[config.mk]
export PLATFORM = sky130hd
export DESIGN_NAME = audio_top
export DESIGN_NICKNAME = d
export VERILOG_FILES = /design/src/verilog/audio_pkg.sv /design/src/verilog/seq_tick_if.sv /design/src/verilog/audio_top.sv /design/src/verilog/audio_mixer.sv /design/src/verilog/direct_sound_fifo.sv /design/src/verilog/square_channel.sv /design/src/verilog/power_ctrl.sv /design/src/verilog/frame_sequencer.sv
export VERILOG_INCLUDE_DIRS = /design/src /design/src/verilog
export SDC_FILE = /design/constraint.sdc
export NUM_CORES = 1
export LEC_CHECK = 0
export BUFFER_PORTS_ARGS = -buffer_cell sky130_fd_sc_hd__buf_2
export CORE_MARGIN = 2
export CORE_UTILIZATION = 40
export DETAILED_ROUTE_END_ITERATION = 8
export PLACE_DENSITY = 0.57
export SYNTH_ARGS = -nofsm -noshare
export SYNTH_HDL_FRONTEND = slang
export SYNTH_SLANG_ARGS = --single-unit
[constraint.sdc]
create_clock -name clk_100 -period 3.3 [get_ports clk_100]
set_clock_uncertainty 0.1 [all_clocks]
set_input_delay 0.66 -clock clk_100 [delete_from_list [all_inputs] [get_ports clk_100]]
set_output_delay 0.66 -clock clk_100 [all_outputs]
set_load 0.05 [all_outputs]
[src/verilog/audio_settings.svh]
`ifndef AUDIO_SETTINGS_SVH
`define AUDIO_SETTINGS_SVH

// clock cycles per sample tick
`define AUD_SAMPLE_DIV 16

// sample ticks per sequencer step
`define AUD_STEP_SAMPLES 4

// direct sound FIFO entries, also the host's starting credits
`define AUD_FIFO_DEPTH 8

// mixed output width
`define AUD_OUT_W 10

`endif
[src/verilog/audio_pkg.sv]
`include "audio_settings.svh"

package audio_pkg;

    // power control states
    typedef enum logic [1:0] {
        PWR_OFF,
        PWR_ON,
        PWR_CLEAR
    } power_state_e;

    // square wave duty cycles
    typedef enum logic [1:0] {
        DUTY_12,
        DUTY_25,
        DUTY_50,
        DUTY_75
    } duty_e;

    // direct sound sample, two's complement
    typedef logic signed [7:0] ds_sample_t;

    typedef logic [3:0] sq_level_t;

    // mixer output
    typedef logic signed [`AUD_OUT_W-1:0] mix_sample_t;

endpackage

[src/verilog/seq_tick_if.sv]
`timescale 1ns/1ps

interface seq_tick_if;

    logic       sample_tick;
    logic       length_tick;
    logic       env_tick;
    logic [2:0] step;

    modport timer (
        output sample_tick,
        output length_tick,
        output env_tick,
        output step
    );

    modport user (
        input sample_tick,
        input length_tick,
        input env_tick,
        input step
    );

endinterface

[src/verilog/audio_top.sv]
`timescale 1ns/1ps

module audio_top (
    input  logic                   clk_100,
    input  logic                   arst_n,
    input  logic                   master_en,
    input  logic                   sq_trigger,
    input  audio_pkg::duty_e       sq_duty,
    input  logic [5:0]             sq_period,
    input  logic [5:0]             sq_length,
    input  logic                   sq_length_en,
    input  audio_pkg::sq_level_t   sq_volume,
    input  logic                   sq_env_up,
    input  logic [2:0]             sq_env_pace,
    input  logic                   pan_sq_l,
    input  logic                   pan_sq_r,
    input  logic                   pan_ds_l,
    input  logic                   pan_ds_r,
    input  logic                   ds_half,
    input  logic                   fifo_wr_valid,
    input  audio_pkg::ds_sample_t  fifo_wr_data,
    output logic                   fifo_credit,
    output audio_pkg::mix_sample_t audio_l,
    output audio_pkg::mix_sample_t audio_r,
    output logic                   audio_valid
);

    import audio_pkg::*;

    logic       chan_clear;
    logic       drain;
    logic       fifo_empty;
    logic       sq_active;
    sq_level_t  sq_level;
    ds_sample_t ds_sample;

    seq_tick_if ticks ();

    frame_sequencer u_seq (
        .clk_100 (clk_100),
        .arst_n  (arst_n),
        .ticks   (ticks)
    );

    power_ctrl u_pwr (
        .clk_100    (clk_100),
        .arst_n     (arst_n),
        .master_en  (master_en),
        .fifo_empty (fifo_empty),
        .chan_clear (chan_clear),
        .drain      (drain)
    );

    square_channel u_sq (
        .clk_100      (clk_100),
        .arst_n       (arst_n),
        .ticks        (ticks),
        .chan_clear   (chan_clear),
        .sq_trigger   (sq_trigger),
        .sq_duty      (sq_duty),
        .sq_period    (sq_period),
        .sq_length    (sq_length),
        .sq_length_en (sq_length_en),
        .sq_volume    (sq_volume),
        .sq_env_up    (sq_env_up),
        .sq_env_pace  (sq_env_pace),
        .sq_level     (sq_level),
        .sq_active    (sq_active)
    );

    direct_sound_fifo u_fifo (
        .clk_100    (clk_100),
        .arst_n     (arst_n),
        .ticks      (ticks),
        .wr_valid   (fifo_wr_valid),
        .wr_data    (fifo_wr_data),
        .chan_clear (chan_clear),
        .drain      (drain),
        .ds_sample  (ds_sample),
        .fifo_empty (fifo_empty),
        .credit     (fifo_credit)
    );

    audio_mixer u_mix (
        .clk_100     (clk_100),
        .arst_n      (arst_n),
        .ticks       (ticks),
        .sq_level    (sq_level),
        .sq_active   (sq_active),
        .ds_sample   (ds_sample),
        .pan_sq_l    (pan_sq_l),
        .pan_sq_r    (pan_sq_r),
        .pan_ds_l    (pan_ds_l),
        .pan_ds_r    (pan_ds_r),
        .ds_half     (ds_half),
        .audio_l     (audio_l),
        .audio_r     (audio_r),
        .audio_valid (audio_valid)
    );

endmodule

[src/verilog/audio_mixer.sv]
`timescale 1ns/1ps

module audio_mixer (
    input  logic                   clk_100,
    input  logic                   arst_n,
    seq_tick_if.user               ticks,
    input  audio_pkg::sq_level_t   sq_level,
    input  logic                   sq_active,
    input  audio_pkg::ds_sample_t  ds_sample,
    input  logic                   pan_sq_l,
    input  logic                   pan_sq_r,
    input  logic                   pan_ds_l,
    input  logic                   pan_ds_r,
    input  logic                   ds_half,
    output audio_pkg::mix_sample_t audio_l,
    output audio_pkg::mix_sample_t audio_r,
    output logic                   audio_valid
);

    import audio_pkg::*;

    mix_sample_t sq_term;
    mix_sample_t ds_term;
    mix_sample_t sum_l;
    mix_sample_t sum_r;
    logic        tick_d;

    always_comb begin
        // square level scaled by 4
        sq_term = sq_active ? mix_sample_t'({sq_level, 2'b00}) : mix_sample_t'(0);
        ds_term = ds_half ? mix_sample_t'(ds_sample >>> 1) : mix_sample_t'(ds_sample);
        sum_l   = (pan_sq_l ? sq_term : mix_sample_t'(0))
                + (pan_ds_l ? ds_term : mix_sample_t'(0));
        sum_r   = (pan_sq_r ? sq_term : mix_sample_t'(0))
                + (pan_ds_r ? ds_term : mix_sample_t'(0));
    end

    // channels settle the cycle after the tick
    always_ff @(posedge clk_100 or negedge arst_n) begin
        if (!arst_n) begin
            tick_d      <= 1'b0;
            audio_valid <= 1'b0;
            audio_l     <= '0;
            audio_r     <= '0;
        end else begin
            tick_d      <= ticks.sample_tick;
            audio_valid <= tick_d;
            if (tick_d) begin
                audio_l <= sum_l;
                audio_r <= sum_r;
            end
        end
    end

endmodule

[src/verilog/direct_sound_fifo.sv]
`timescale 1ns/1ps
`include "audio_settings.svh"

module direct_sound_fifo (
    input  logic                  clk_100,
    input  logic                  arst_n,
    seq_tick_if.user              ticks,
    input  logic                  wr_valid,
    input  audio_pkg::ds_sample_t wr_data,
    input  logic                  chan_clear,
    input  logic                  drain,
    output audio_pkg::ds_sample_t ds_sample,
    output logic                  fifo_empty,
    output logic                  credit
);

    import audio_pkg::*;

    localparam int DEPTH = `AUD_FIFO_DEPTH;
    localparam int PTR_W = $clog2(DEPTH);
    localparam int CNT_W = $clog2(DEPTH + 1);

    ds_sample_t       mem [DEPTH];
    logic [PTR_W-1:0] wr_ptr;
    logic [PTR_W-1:0] rd_ptr;
    logic [CNT_W-1:0] count;
    logic             pop;

    function automatic logic [PTR_W-1:0] next_ptr(input logic [PTR_W-1:0] ptr);
        if (ptr == PTR_W'(DEPTH - 1)) begin
            return '0;
        end
        return ptr + PTR_W'(1);
    endfunction

    assign fifo_empty = (count == '0);

    // playback on the sample tick, or one per cycle while draining
    assign pop = !fifo_empty && (drain || (ticks.sample_tick && !chan_clear));

    always_ff @(posedge clk_100) begin
        if (wr_valid) begin
            mem[wr_ptr] <= wr_data;
        end
    end

    always_ff @(posedge clk_100 or negedge arst_n) begin
        if (!arst_n) begin
            wr_ptr    <= '0;
            rd_ptr    <= '0;
            count     <= '0;
            credit    <= 1'b0;
            ds_sample <= '0;
        end else begin
            credit <= pop;
            if (wr_valid) begin
                wr_ptr <= next_ptr(wr_ptr);
            end
            if (pop) begin
                rd_ptr <= next_ptr(rd_ptr);
            end
            case ({wr_valid, pop})
                2'b10:   count <= count + CNT_W'(1);
                2'b01:   count <= count - CNT_W'(1);
                default: count <= count;
            endcase
            // last sample holds when empty
            if (chan_clear) begin
                ds_sample <= '0;
            end else if (pop) begin
                ds_sample <= mem[rd_ptr];
            end
        end
    end

endmodule

[src/verilog/square_channel.sv]
`timescale 1ns/1ps

module square_channel (
    input  logic                  clk_100,
    input  logic                  arst_n,
    seq_tick_if.user              ticks,
    input  logic                  chan_clear,
    input  logic                  sq_trigger,
    input  audio_pkg::duty_e      sq_duty,
    input  logic [5:0]            sq_period,
    input  logic [5:0]            sq_length,
    input  logic                  sq_length_en,
    input  audio_pkg::sq_level_t  sq_volume,
    input  logic                  sq_env_up,
    input  logic [2:0]            sq_env_pace,
    output audio_pkg::sq_level_t  sq_level,
    output logic                  sq_active
);

    import audio_pkg::*;

    logic       active;
    logic [2:0] duty_step;
    logic [5:0] period_cnt;
    logic [6:0] len_cnt;
    sq_level_t  volume;
    logic [2:0] env_cnt;
    logic       duty_high;

    always_comb begin
        case (sq_duty)
            DUTY_12: duty_high = (duty_step == 3'd7);
            DUTY_25: duty_high = (duty_step[2:1] == 2'b11);
            DUTY_50: duty_high = duty_step[2];
            DUTY_75: duty_high = (duty_step[2:1] != 2'b11);
            default: duty_high = 1'b0;
        endcase
    end

    always_ff @(posedge clk_100 or negedge arst_n) begin
        if (!arst_n) begin
            active     <= 1'b0;
            duty_step  <= 3'd0;
            period_cnt <= 6'd0;
            len_cnt    <= 7'd0;
            volume     <= '0;
            env_cnt    <= 3'd0;
        end else if (chan_clear) begin
            active     <= 1'b0;
            duty_step  <= 3'd0;
            period_cnt <= 6'd0;
            len_cnt    <= 7'd0;
            volume     <= '0;
            env_cnt    <= 3'd0;
        end else if (sq_trigger) begin
            active     <= 1'b1;
            duty_step  <= 3'd0;
            period_cnt <= sq_period;
            len_cnt    <= 7'd64 - {1'b0, sq_length};
            volume     <= sq_volume;
            env_cnt    <= 3'd0;
        end else begin
            // duty step moves every sq_period+1 samples
            if (ticks.sample_tick) begin
                if (period_cnt == 6'd0) begin
                    period_cnt <= sq_period;
                    duty_step  <= duty_step + 3'd1;
                end else begin
                    period_cnt <= period_cnt - 6'd1;
                end
            end
            if (ticks.length_tick && sq_length_en && active && (len_cnt != 7'd0)) begin
                len_cnt <= len_cnt - 7'd1;
                if (len_cnt == 7'd1) begin
                    active <= 1'b0;
                end
            end
            // pace of 0 freezes the envelope
            if (ticks.env_tick && (sq_env_pace != 3'd0)) begin
                if (env_cnt == sq_env_pace - 3'd1) begin
                    env_cnt <= 3'd0;
                    if (sq_env_up && (volume != 4'hf)) begin
                        volume <= volume + 4'd1;
                    end else if (!sq_env_up && (volume != 4'h0)) begin
                        volume <= volume - 4'd1;
                    end
                end else begin
                    env_cnt <= env_cnt + 3'd1;
                end
            end
        end
    end

    assign sq_level  = (active && duty_high) ? volume : '0;
    assign sq_active = active;

endmodule

[src/verilog/power_ctrl.sv]
`timescale 1ns/1ps

module power_ctrl (
    input  logic clk_100,
    input  logic arst_n,
    input  logic master_en,
    input  logic fifo_empty,
    output logic chan_clear,
    output logic drain
);

    import audio_pkg::*;

    power_state_e state;
    power_state_e state_nxt;

    always_comb begin
        state_nxt = state;
        case (state)
            PWR_OFF: begin
                if (master_en) begin
                    state_nxt = PWR_ON;
                end
            end
            PWR_ON: begin
                if (!master_en) begin
                    state_nxt = PWR_CLEAR;
                end
            end
            PWR_CLEAR: begin
                // wait for the FIFO to give back every entry
                if (fifo_empty) begin
                    state_nxt = PWR_OFF;
                end
            end
            default: begin
                state_nxt = PWR_OFF;
            end
        endcase
    end

    always_ff @(posedge clk_100 or negedge arst_n) begin
        if (!arst_n) begin
            state <= PWR_OFF;
        end else begin
            state <= state_nxt;
        end
    end

    // channels held cleared unless powered
    assign chan_clear = (state != PWR_ON);
    assign drain      = (state == PWR_CLEAR);

endmodule

[src/verilog/frame_sequencer.sv]
`timescale 1ns/1ps
`include "audio_settings.svh"

module frame_sequencer (
    input  logic      clk_100,
    input  logic      arst_n,
    seq_tick_if.timer ticks
);

    localparam int SAMPLE_DIV   = `AUD_SAMPLE_DIV;
    localparam int STEP_SAMPLES = `AUD_STEP_SAMPLES;
    localparam int DIV_W        = $clog2(SAMPLE_DIV);
    localparam int SMP_W        = $clog2(STEP_SAMPLES);

    logic [DIV_W-1:0] div_cnt;
    logic [SMP_W-1:0] smp_cnt;
    logic             div_wrap;
    logic             smp_wrap;
    logic             step_adv;
    logic [2:0]       next_step;

    assign div_wrap  = (div_cnt == DIV_W'(SAMPLE_DIV - 1));
    assign smp_wrap  = (smp_cnt == SMP_W'(STEP_SAMPLES - 1));
    assign step_adv  = div_wrap && smp_wrap;
    assign next_step = ticks.step + 3'd1;

    always_ff @(posedge clk_100 or negedge arst_n) begin
        if (!arst_n) begin
            div_cnt           <= '0;
            smp_cnt           <= '0;
            ticks.sample_tick <= 1'b0;
            ticks.length_tick <= 1'b0;
            ticks.env_tick    <= 1'b0;
            ticks.step        <= 3'd0;
        end else begin
            ticks.sample_tick <= div_wrap;
            // length on even steps, envelope on step 7
            ticks.length_tick <= step_adv && !next_step[0];
            ticks.env_tick    <= step_adv && (next_step == 3'd7);
            div_cnt <= div_wrap ? '0 : div_cnt + DIV_W'(1);
            if (div_wrap) begin
                smp_cnt <= smp_wrap ? '0 : smp_cnt + SMP_W'(1);
            end
            if (step_adv) begin
                ticks.step <= next_step;
            end
        end
    end

endmodule

# Word level (Yosys, flattened, before mapping)
# Memories as Yosys holds them, arrays and structs flattened.
# Index checks and enable logic that the tools add are counted.
op_classes:
  addsub: 17
  n_eq_ne: 22
  mux: 52
  reduce_logical: 37
op_table:
  columns: ["cell", "n"]
  rows:
  - ["two-way mux 10 bit", 4]
  - ["two-way mux 3 bit", 12]
  - ["two-way mux 4 bit", 8]
  - ["two-way mux 6 bit", 5]
  - ["two-way mux 7 bit", 4]
  - ["nonzero test 3 bit", 7]
  - ["adder 10 bit", 2]
  - ["two-way mux 8 bit", 2]
  - ["adder 3 x 1 -> 3 bit, second input constant", 5]
  - ["adder 4 x 1 -> 4 bit, second input constant", 3]
  - ["== test 2 bit, second input constant", 6]
  - ["== test 3 bit, second input constant", 4]
  - ["logical AND 1 bit", 12]
  - ["two-way mux 1 bit", 10]
  - ["two-way mux 2 bit", 4]
  - ["inequality test 2 bit, second input constant", 4]
  - ["case mux 4 bit (2 select lines)", 1]
  - ["nonzero test 4 bit", 2]
  - ["subtractor 4 x 1 -> 4 bit, second input constant", 2]
  - ["== test 7 x 1 -> 1 bit, second input constant", 1]
  - ["nonzero test 7 bit", 1]
  - ["subtractor 7 x 1 -> 7 bit, second input constant", 1]
  - ["subtractor 7 x 6 -> 7 bit, first input constant", 1]
  - ["== test 2 x 1 -> 1 bit, second input constant", 3]
  - ["17 further kinds", 24]
totals:
  reg_bits: 79
  ram_bits: 64
  input_bits: 41
  out_inout_bits: 22
  elab_cells: 151
  n_memories: 1
mem_list:
  columns: ["name", "depth", "word_bits", "rd", "rd_clocked_by_memory_dff", "wr", "line", "text"]
  rows:
  - ["u_fifo.mem", 8, 8, 1, 0, 1, "direct_sound_fifo.sv:23", "ds_sample_t mem [DEPTH];"]

# Depth between registers and ports, before layout
# Gate-level depths: netlist of the first run.
logic_depth:
  word_depth: 8
  ltp_mapped: 15
  depth_no_buf: 15

# Cells and area by module
# From an unflattened synthesis of the first run, not the netlist that was laid out.
hier_totals:
  hier_cells: 558
  area_unflattened_um2: 7074.3
by_module_without_submodules:
  columns: ["mod", "instances", "cells_per_inst", "area_per_inst_um2", "seq_area_each_um2"]
  rows:
  - ["direct_sound_fifo", 1, 185, 3418.3, 2397.3]
  - ["square_channel", 1, 201, 1744.2, 600.6]
  - ["audio_mixer", 1, 124, 1318.8, 550.5]
  - ["frame_sequencer", 1, 41, 493.0, 300.3]
  - ["power_ctrl", 1, 7, 100.1, 50.0]

# Worst setup path after synthesis of the first run
# OpenSTA, ideal clock, no wires.
synth_path:
  kind: "register to register"
  from: "register u_sq.duty_step[0]"
  to: "register u_mix.audio_l[6]"
  setup_ns: 0.125
  arrival_time_ns: 2.588
  required_ns: 3.075
  setup_slack_ns: 0.488
  path_stages_with_launch: 14
  n_path_buf: 0
  synth_period_minus_slack_ns: 2.812
  path_cell_list: "dfrtp_1 ha_1 ha_1 nor2b_1 a211oi_1 a211oi_1 nand2_1 nor2_1 ha_1 fa_1 a21o_1 a21oi_1 xor2_1 mux2_2"
synth_via:
  elab_chain_len: 7
synth_lines:
  columns: ["element", "line", "text"]
  rows:
  - ["from (decl)", "square_channel.sv:23", "logic [2:0] duty_step;"]
  - ["from (signal assigned)", "square_channel.sv:67", "duty_step <= duty_step + 3'd1;"]
  - ["== test 3 bit", "square_channel.sv:32", "DUTY_12: duty_high = (duty_step == 3'd7);"]
  - ["case mux 1 bit (4 select lines)", "square_channel.sv:31", "case (sq_duty)"]
  - ["logical AND 1 bit", "square_channel.sv:94", "assign sq_level = (active && duty_high) ? volume : '0;"]
  - ["two-way mux 4 bit", "square_channel.sv:94", null]
  - ["two-way mux 6 bit", "audio_mixer.sv:30", "sq_term = sq_active ? mix_sample_t'({sq_level, 2'b00}) : mix_sample_t'(0);"]
  - ["two-way mux 10 bit", "audio_mixer.sv:32", "sum_l = (pan_sq_l ? sq_term : mix_sample_t'(0))"]
  - ["adder 10 bit", "audio_mixer.sv:33", "+ (pan_ds_l ? ds_term : mix_sample_t'(0));"]
  - ["to (signal assigned)", "audio_mixer.sv:49", "audio_l <= sum_l;"]
  - ["to (decl)", "audio_mixer.sv:15", "output audio_pkg::mix_sample_t audio_l,"]
# No other way between the ends.
# A chain may end at the register's enable or synchronous reset.

# Final worst setup path of the first run
# Same ends and word-level chain as after synthesis.

==> results of run 1 <==
## layout make-up
class                           count  area, um^2
Clock buffer                       20         458
Clock inverter                     12         124
Fill cell                        1543        9060
Inverter                           36         135
Multi-Input combinational cell    351        2800
Sequential cell                   143        3900
Tap cell                          225         282
Timing Repair Buffer               68         358
## sequential cells by signal, summed over array words and instances, names as in the netlist, 4 cells and up
name / cells
u_sq.volume: 4
u_sq.len_cnt: 7
u_fifo.mem: 64
u_sq.period_cnt: 6
u_fifo.count: 4
u_mix.audio_r: 10
u_fifo.ds_sample: 8
u_seq.div_cnt: 4
u_mix.audio_l: 10
## repair_timing
action | CTS | global route
hold buffers | 0 | 0
gates resized for setup | 0 | 1
endpoints found under the setup margin | 0 | 1
## per-stage QoR
stage	std cells	cell area, um^2	util	hold slack, ps
6_report	855	8050	0.470	286
5_1_grt	855	8050	0.470	358
4_1_cts	855	8050	0.470	349
3_5_place_dp	823	7470	0.436	368
3_3_place_gp	823	7470	0.436	358
2_1_floorplan	550	6910	-	264
## how the worst max path moves through the flow
stage / start / to / cells past startpoint
3_3_place_gp: u_sq.duty_step[0] / u_mix.audio_l[6] / 14
3_5_place_dp: u_sq.duty_step[0] / u_mix.audio_l[6] / 14
6_report: u_sq.duty_step[0] / u_mix.audio_l[6] / 14
5_1_grt: u_sq.duty_step[0] / u_mix.audio_l[6] / 14
4_1_cts: u_sq.duty_step[0] / u_mix.audio_l[6] / 14
2_1_floorplan: u_sq.duty_step[0] / u_mix.audio_l[6] / 13
## synth_stat cells (3+ instances only)
library cell  instances
nor3b_1               4
nor3_1               11
a21o_1                8
inv_1                36
o2111ai_1             3
edfxtp_1             64
clkbuf_1              9
a211oi_1              3
o22ai_1               5
nand2b_1              9
xnor2_1              16
ha_1                 32
nand4_1               3
nor2_1               35
fa_1                  4
o21ai_0              38
a21oi_1              17
mux2i_1              20
mux2_2               15
dfrtp_1              79
xor2_1               15
nor2b_1              13
mux4_2               16
buf_2                 7
nand2_1              35
nand3_1              19
## kinds of logic after synthesis
family                   after synthesis
XOR/XNOR                              32
flip-flops                           143
buffers and inverters                 56
adder cells (fa/ha/maj)               36
AO/OA/AOI/OAI                         92
multiplexers                          51
AND/OR/NAND/NOR                      140
## power groups by stage
stage	Combinational (mW)	Sequential (mW)	Clock [mW]
final	1.67	2.47	1.87
after global routing	1.85	2.52	2.00
after CTS	1.69	2.48	1.92
after detailed placement	1.69	2.51	0
after global placement	1.64	2.49	0
after floorplan	1.13	2.59	0
## routing by layer
metal | vias up | global-route usage
met5 | - | 0
met4 | 0 | 0.0469
met3 | 11 | 0.0445
met2 | 74 | 0.268
met1 | 2193 | 0.202
li1 | 2121 | -
## worst register-to-register path: cells and delay by family, from the launching register on
| kind | cells | cell delay [ps] |
|---|---|---|
| adder cells (fa/ha/maj) | 4 | 1000 |
| AO/OA/AOI/OAI | 4 | 640 |
| multiplexers | 1 | 260 |
| AND/OR/NAND/NOR | 3 | 300 |
| buffers and inverters | 1 | 150 |
| XOR/XNOR | 1 | 80 |
| flip-flops | 1 | 390 |
==> results.py, run 1 <==
metrics = {
    "status": {
        "outcome": "complete, no violations",
    },
    "placed_design": {
        "pre_cts_ws_ps": 232,
        "io_buffers": 62,
        "place.gp.congestion": 0.796,
        "dp_hpwl_mm": 9.30,
    },
    "logic_synthesis": {
        "synth-seq-area-share": 0.564,
        "syn_area_um2": 6910,
        "yosysTopAreaCell": "dfrtp_1",
        "synth_top_family_by_area": "multiplexers",
        "synth_compound_area_frac": 0.0848,
        "netlist_top_cells_area": "dfrtp_1 29%, edfxtp_1 28%, ha_1 5.8%, mux4_2 5.2%, mux2i_1 2.9%",
        "yosys.area_share.simple": 0.100,
        "synthXorXnorAreaFrac": 0.0426,
        "synth_edf_count": 64,
        "async_reset_ff_frac": 0.552,
        "synth_top_area_frac": 0.286,
        "ys_types": 51,
        "synthAdderAreaFrac": 0.0696,
        "yosysWarnings": 0,
        "synthMuxAreaShare": 0.106,
        "synth_ff_type": "dfrtp_1",
        "syn_nets": 627,
        "postSynthCellCount": 550,
        "ys_ff_latch": 143,
        "syn_area_per_cell_um2": 12.6,
    },
    "die": {
        "io_pins": 63,
        "dieWidth_um": 135,
        "core_um2": 17100,
        "rows": 48,
        "dieHeight_um": 135,
        "die-area_um2": 18300,
        "start_util": 0.404,
    },
    "critical_path": {
        "path_cells": "ha_1, ha_1, nor2b_1, a211oi_1, a211oi_1, buf_4, nand2_1, nor2_1, ha_1, fa_1, a21o_1, a21oi_2, xor2_1, mux2_2",
        "path_buf_inv": 1,
        "cpPeakStageDelay_ps": 410,
        "cp_top_family": "adder cells",
        "r2r-end": "u_mix.audio_l[6]",
        "crit_type": "flip-flop to flip-flop",
        "cp-start-kind": "flip-flop",
        "r2r_start": "u_sq.duty_step[0]",
        "worstSetupEndpointType": "flip-flop",
        "crit_path_top_delay_cell": "fa_1",
        "worstPathArrival_ps": 3240,
        "cp_data_required_time_ps": 3500,
        "path_common_cell": "ha_1",
        "r2r_cells": 14,
        "path_max_fanout": 4,
        "reg2reg_slack_ps": 260,
    },
    "final_layout": {
        "area_growth_pct": 16.6,
        "final_layout_size_suffix_gt1_frac": 0.221,
        "mostFrequentLayoutCells": "79 x dfrtp_1, 64 x edfxtp_1, 61 x buf_2",
        "final_common_cell": "dfrtp_1",
        "antennaDiodeCount": 0,
        "nets": 694,
    },
    "drt": {
        "first_iter_violations": 170,
        "highest_layer": "met4",
        "wirelength_mm": 13.3,
        "wl_per_cell_um": 15.6,
        "vias_per_cell": 5.15,
        "first_pass_iters": 5,
        "met2_length_mm": 6.66,
        "wl_met1_mm": 5.97,
        "drc": 0,
        "via_count": 4399,
        "dr_wl_met3_um": 561,
        "ant_nets": 0,
    },
    "clock_tree": {
        "post_cts_buffers": 0,
        "clk_pin_slew_ps": 60,
        "clkSinkCount": 143,
        "clockRootBuffer": "clkbuf_16",
        "h-tree-depth": 4,
        "cts.path.max_buffers": 2,
        "cts_tree": "yes",
        "clkLatencyLatePin_ps": 420,
        "cts_inserted_buffers": 17,
    },
    "power": {
        "clock_power_share": 0.311,
        "p_comb_frac": 0.277,
        "swShare": 0.335,
        "seq_power_share": 0.412,
        "intPower_mw": 3.99,
        "switching_power_mw": 2.01,
        "ir_drop_mv": 0.456,
        "power_leakage_nw": 3.47,
        "power.total_mw": 6.00,
        "power_density_nw_per_um2": 745,
    },
    "sta": {
        "maxSlewViolCount": 0,
        "fmax_ghz": 0.329,
        "min_period_ps": 3040,
        "rsz0062_at_grt": "no",
        "finalCritPeriodShare": 0.921,
        "setup_viol": 0,
        "relSlewSlack": 0.327,
        "hold_viol_final": 0,
        "worst_slack_ps": 261,
        "fin_setup_tns_ps": 0,
        "worst_pin_slew_ps": 1010,
    },
    "min_path": {
        "hold_path.class": "input port to async pin",
    },
    "global_routing": {
        "track_usage": 0.159,
        "grt_pass1_vias": 4501,
        "grt_pass1_wl_mm": 22.5,
        "grt_start_max_net_pins": 80,
        "grt-ovfl-total": 0,
        "antenna_found_initial": 0,
    },
    "flow_run": {
        "drv_cap": 0,
    },
}
(Power assumes the default switching activity.)
==> run 2, diff against run 1 <==
- RECOVER_POWER: default -> 100
==> run 2 against run 1 <==
  * The flow now finishes with violations (capacitance limit, slew limit)
  * Register-to-register slack hardly changed
  * Clock power hardly changed
  * Final cell count stayed put
  * Via count hardly changed
  * Setup slack worse by 1.2 ps
  * Clock-buffer cell count stayed put
  * Sequential power hardly changed
  * Combinational power is 3% lower
  * Power is 0.68% lower
  * Worst hold slack better by 75 ps
  * Largest power group unchanged
==> results.py, run 2 (same netlist as run 1, synthesis figures left out) <==
metrics = {
    "die": {
        "dieHeight_um": 135,
        "io_pins": 63,
        "core_um2": 17100,
        "start_util": 0.404,
        "dieWidth_um": 135,
        "rows": 48,
        "die-area_um2": 18300,
    },
    "status": {
        "violations": "capacitance limit, slew limit",
        "outcome": "finished, violations left",
    },
    "final_layout": {
        "area_growth_pct": 15.2,
        "largest_reg_flops": 64,
        "reg_top3": "u_fifo.mem (64), u_mix.audio_l (10), u_mix.audio_r (10)",
        "mostFrequentLayoutCells": "79 x dfrtp_1, 64 x edfxtp_1, 38 x o21ai_0",
        "final_layout_size_suffix_gt1_frac": 0.157,
        "nets": 694,
        "n_fill_cell": 1568,
        "final_common_cell": "dfrtp_1",
        "regMostFlops": "u_fifo.mem",
        "multiInputGateArea_um2": 2760,
        "antennaDiodeCount": 0,
        "register_area_um2": 3900,
    },
    "critical_path": {
        "cp-endpoint": "u_mix.audio_l[6]",
        "r2r_cells": 14,
        "cp_data_required_time_ps": 3500,
        "crit_type": "flip-flop to flip-flop",
        "cp-start-kind": "flip-flop",
        "worstSetupEndpointType": "flip-flop",
        "r2r_start": "u_sq.duty_step[0]",
        "path_max_fanout": 4,
        "cp-startpoint": "u_sq.duty_step[0]",
        "worstPathArrival_ps": 3240,
        "r2r-end": "u_mix.audio_l[6]",
        "reg2reg_slack_ps": 260,
    },
    "global_routing": {
        "grt-ovfl-total": 0,
        "grt_pass1_vias": 4501,
        "track_usage": 0.159,
        "antenna_found_initial": 0,
        "grt_pass1_wl_mm": 22.5,
        "grt_start_max_net_pins": 80,
    },
    "clock_tree": {
        "clockRootBuffer": "clkbuf_16",
        "post_cts_buffers": 0,
        "post_cts_resized": 0,
        "cts_inserted_buffers": 17,
        "clk_pin_slew_ps": 60,
        "cts.path.max_buffers": 2,
        "cts_tree": "yes",
        "h-tree-depth": 4,
        "cts_hold_buffers": 0,
        "clkLatencyLatePin_ps": 420,
        "clkSinkCount": 143,
    },
    "drt": {
        "ant_nets": 0,
        "wl_met1_mm": 6.09,
        "met2_length_mm": 6.69,
        "via_count": 4398,
        "vias_per_cell": 5.14,
        "first_iter_violations": 145,
        "wl_per_cell_um": 15.7,
        "highest_layer": "met4",
        "first_pass_iters": 5,
        "dr_wl_met3_um": 512,
        "wirelength_mm": 13.4,
        "drc": 0,
    },
    "sta": {
        "relSlewSlack": -0.330,
        "hold_viol_final": 0,
        "fmax_ghz": 0.329,
        "setup_viol": 0,
        "worst_pin_slew_ps": 2000,
        "rsz0062_at_grt": "no",
        "fin_setup_tns_ps": 0,
        "finalCritPeriodShare": 0.921,
        "maxSlewViolCount": 80,
        "min_period_ps": 3040,
    },
    "power": {
        "power_leakage_nw": 3.33,
        "power.total_mw": 5.96,
        "power_density_nw_per_um2": 749,
        "ir_drop_mv": 0.460,
    },
    "placed_design": {
        "place.gp.congestion": 0.796,
        "io_buffers": 62,
        "dp_hpwl_mm": 9.30,
    },
    "flow_run": {
        "drv_cap": 3,
    },
    "min_path": {
        "hold_path.class": "input port to flip-flop",
    },
}
## run 2: routing by layer
layer | vias up | global-route usage
li1 | 2114 | -
met1 | 2206 | 0.202
met2 | 66 | 0.268
met3 | 12 | 0.0445
met4 | 0 | 0.0469
met5 | - | 0
## run 2: area by class of cell
class	instances	area share
sequential	143	0.490
multi-input combinational	351	0.346
clock buffer	20	0.0575
timing repair buffer	68	0.0384
tap	225	0.0354
inverter	36	0.0170
clock inverter	12	0.0156
## run 2: per-stage QoR
stage / setup slack (ps) / util / hold WS, ps / cells / area [um^2]
6_report: 260 / 0.465 / 361 / 855 / 7960
4_1_cts: 196 / 0.470 / 349 / 855 / 8050
3_3_place_gp: 268 / 0.436 / 358 / 823 / 7470
2_1_floorplan: 488 / - / 264 / 550 / 6910
5_1_grt: 61.2 / 0.465 / 358 / 855 / 7960
3_5_place_dp: 232 / 0.436 / 368 / 823 / 7470
## run 2: worst min path at each step
stage                          start               end  slack, ps  depth (start not counted)
floorplan                     arst_n   u_fifo.count[0]        260                          0
global placement    u_seq.div_cnt[3]  u_seq.div_cnt[3]        360                          1
detailed placement   u_fifo.count[3]   u_fifo.count[3]        370                          1
CTS                           arst_n   u_sq.len_cnt[2]        350                          1
global route               master_en    u_pwr.state[1]        360                          2
finish                     master_en    u_pwr.state[1]        360                          2
## run 2: worst max-delay path, stage by stage, from the launching register on
cell	delay [ps]
dfrtp_1	390
ha_1	210
ha_1	170
nor2b_1	120
a211oi_1	200
a211oi_1	80
buf_4	150
nand2_1	110
nor2_1	60
ha_1	210
fa_1	410
a21o_1	200
a21oi_2	160
xor2_1	80
mux2_2	260
## run 2: power breakdown
group	leakage [nW]	switching, mW	internal (mW)	total (mW)
Clock	0.278	0.768	1.10	1.87
Sequential	1.62	0.284	2.19	2.47
Combinational	1.43	0.947	0.677	1.62
Total	3.33	2.00	3.96	5.96
==> run 3, diff against run 2 <==
- CORE_MARGIN: 2 -> 1.5
- clock period: 3.3 -> 3 ns (I/O delays scaled with it)
==> run 3 against run 2 <==
  * The run now ends clean
  * Critical path type unchanged
  * Register-to-register slack got worse by 140 ps
  * Clock power rose by 7%
  * Final area rose by 1.4%
  * Global-route usage rose by 0.46 points
  * Largest cell class unchanged
  * Sequential share of layout area fell by 0.70 points
  * Via count rose by 0.91%
  * Flip-flop and latch count did not move
  * Non-clock buffer count rose by 17
  * Worst hold slack got worse by 41 ps
  * Clock-buffer cell count fell by 3
==> results.py, run 3 (same netlist as run 1, synthesis figures left out) <==
metrics = {
    "die": {
        "core_um2": 16700,
        "die-area_um2": 18100,
        "dieHeight_um": 134,
        "start_util": 0.414,
        "io_pins": 63,
        "rows": 47,
        "dieWidth_um": 134,
    },
    "global_routing": {
        "grt_start_max_net_pins": 54,
        "grt-ovfl-total": 0,
        "track_usage": 0.164,
        "antenna_found_initial": 0,
        "grt_pass1_wl_mm": 22.8,
        "grt_pass1_vias": 4618,
    },
    "sta": {
        "min_period_ps": 2880,
        "fmax_ghz": 0.347,
        "worst_pin_slew_ps": 1360,
        "setup_viol": 0,
        "fin_setup_tns_ps": 0,
        "finalCritPeriodShare": 0.961,
        "hold_viol_final": 0,
        "holdWs_ps": 320,
        "maxSlewViolCount": 0,
        "relSlewSlack": 0.0957,
    },
    "flow_run": {
        "drv_cap": 0,
    },
    "power": {
        "ir_drop_mv": 0.630,
        "power.total_mw": 6.52,
        "power_density_nw_per_um2": 808,
        "power_leakage_nw": 3.38,
    },
    "critical_path": {
        "r2r-end": "u_mix.audio_r[6]",
        "cp_top_family": "adder cells",
        "worstSetupEndpointType": "flip-flop",
        "cp.depth": 16,
        "crit_type": "flip-flop to flip-flop",
        "cp_data_required_time_ps": 3200,
        "r2r_cells": 16,
        "cpPeakStageDelay_ps": 350,
        "path_buf_inv": 2,
        "path_common_cell": "a211oi_2",
        "reg2reg_slack_ps": 120,
        "worstPathArrival_ps": 3090,
        "crit_path_top_delay_cell": "dfrtp_1",
        "cp-start-kind": "flip-flop",
        "path_max_fanout": 3,
        "path_cells": "ha_2, ha_4, nor2b_4, a211oi_2, a211oi_2, buf_4, nand2_2, nor2_2, ha_1, inv_2, fa_2, nor2b_1, o21ai_1, nand2b_1, xnor2_1, mux2_2",
        "r2r_start": "u_sq.duty_step[0]",
    },
    "drt": {
        "highest_layer": "met4",
        "first_iter_violations": 274,
        "dr_wl_met3_um": 566,
        "ant_nets": 0,
        "drc": 0,
        "wl_per_cell_um": 15.9,
        "met2_length_mm": 7.03,
        "vias_per_cell": 5.12,
        "wl_met1_mm": 6.05,
        "via_count": 4438,
        "first_pass_iters": 4,
        "wirelength_mm": 13.8,
    },
    "placed_design": {
        "place.gp.congestion": 0.785,
        "dp_hpwl_mm": 9.59,
        "io_buffers": 62,
        "placedCellCount": 833,
    },
    "final_layout": {
        "mostFrequentLayoutCells": "79 x dfrtp_1, 64 x edfxtp_1, 42 x clkbuf_1",
        "multiInputGateArea_um2": 2800,
        "regMostFlops": "u_fifo.mem",
        "reg_top3": "u_fifo.mem (64), u_mix.audio_l (10), u_mix.audio_r (10)",
        "register_area_um2": 3900,
        "n_fill_cell": 1547,
        "area_growth_pct": 16.9,
        "final_layout_size_suffix_gt1_frac": 0.185,
        "nets": 711,
        "final-instance-count-excl-fill": 867,
        "antennaDiodeCount": 0,
        "utilization": 0.483,
        "final_common_cell": "dfrtp_1",
        "largest_reg_flops": 64,
    },
    "clock_tree": {
        "clk_pin_slew_ps": 60,
        "clkSinkCount": 143,
        "cts_tree": "yes",
        "clkLatencyLatePin_ps": 420,
        "clockRootBuffer": "clkbuf_16",
        "h-tree-depth": 4,
        "cts_hold_buffers": 0,
        "cts.path.max_buffers": 2,
        "cts_inserted_buffers": 17,
    },
    "min_path": {
        "hp-start": "master_en",
        "hold_path.class": "input port to flip-flop",
        "min_to": "u_pwr.state[1]",
        "min_path_cells": 2,
    },
    "status": {
        "outcome": "complete, no violations",
    },
}
-- run 3: cell count changes in the layout (fill, tap and decap cells not counted), sizes merged --
cell / previous run / this run
buf: 33 / 42
clkinv: 4 / 7
clkbuf: 55 / 60
-- run 3: worst max path at each step --
stage	from	slack, ps	to
after floorplan	u_sq.duty_step[0]	190	u_mix.audio_l[6]
after global placement	sq_duty[1]	-30	u_mix.audio_r[8]
after detailed placement	sq_duty[1]	-70	u_mix.audio_r[6]
after global routing	u_sq.duty_step[0]	-10	u_mix.audio_r[6]
final	u_sq.duty_step[0]	120	u_mix.audio_r[6]
after CTS	u_sq.duty_step[0]	-20	u_mix.audio_r[6]
-- run 3: layout make-up --
class | count | share of cell area
clock buffer | 17 | 0.0527
clock inverter | 15 | 0.0169
inverter | 36 | 0.0167
multi-input combinational | 351 | 0.347
sequential | 143 | 0.483
tap | 220 | 0.0341
timing repair buffer | 85 | 0.0499
-- run 3: metrics by stage --
step	setup slack [ps]	cell area (um^2)
finish	117	8070
global route	-12.5	8070
CTS	-22.1	8130
detailed placement	-71.0	7560
global placement	-31.8	7560
floorplan	188	6910
-- run 3: power by group --
group	switching (mW)	total, mW	internal (mW)
Sequential	0.306	2.71	2.41
Clock	0.849	2.00	1.15
Combinational	1.06	1.81	0.753
Total	2.22	6.52	4.31
-- run 3: per-layer routing --
| layer | vias up | global-route usage |
|---|---|---|
| li1 | 2158 | - |
| met1 | 2192 | 0.200 |
| met2 | 73 | 0.289 |
| met3 | 15 | 0.0393 |
| met4 | 0 | 0.0466 |
| met5 | - | 0 |
-- run 3: timing repair --
action | 4_1_cts | 5_1_grt
pin swaps | 1 | 12
endpoints found under the hold margin | 0 | 0
gates resized for setup | 1 | 19
setup buffers | 0 | 2
setup endpoints to repair | 3 | 9
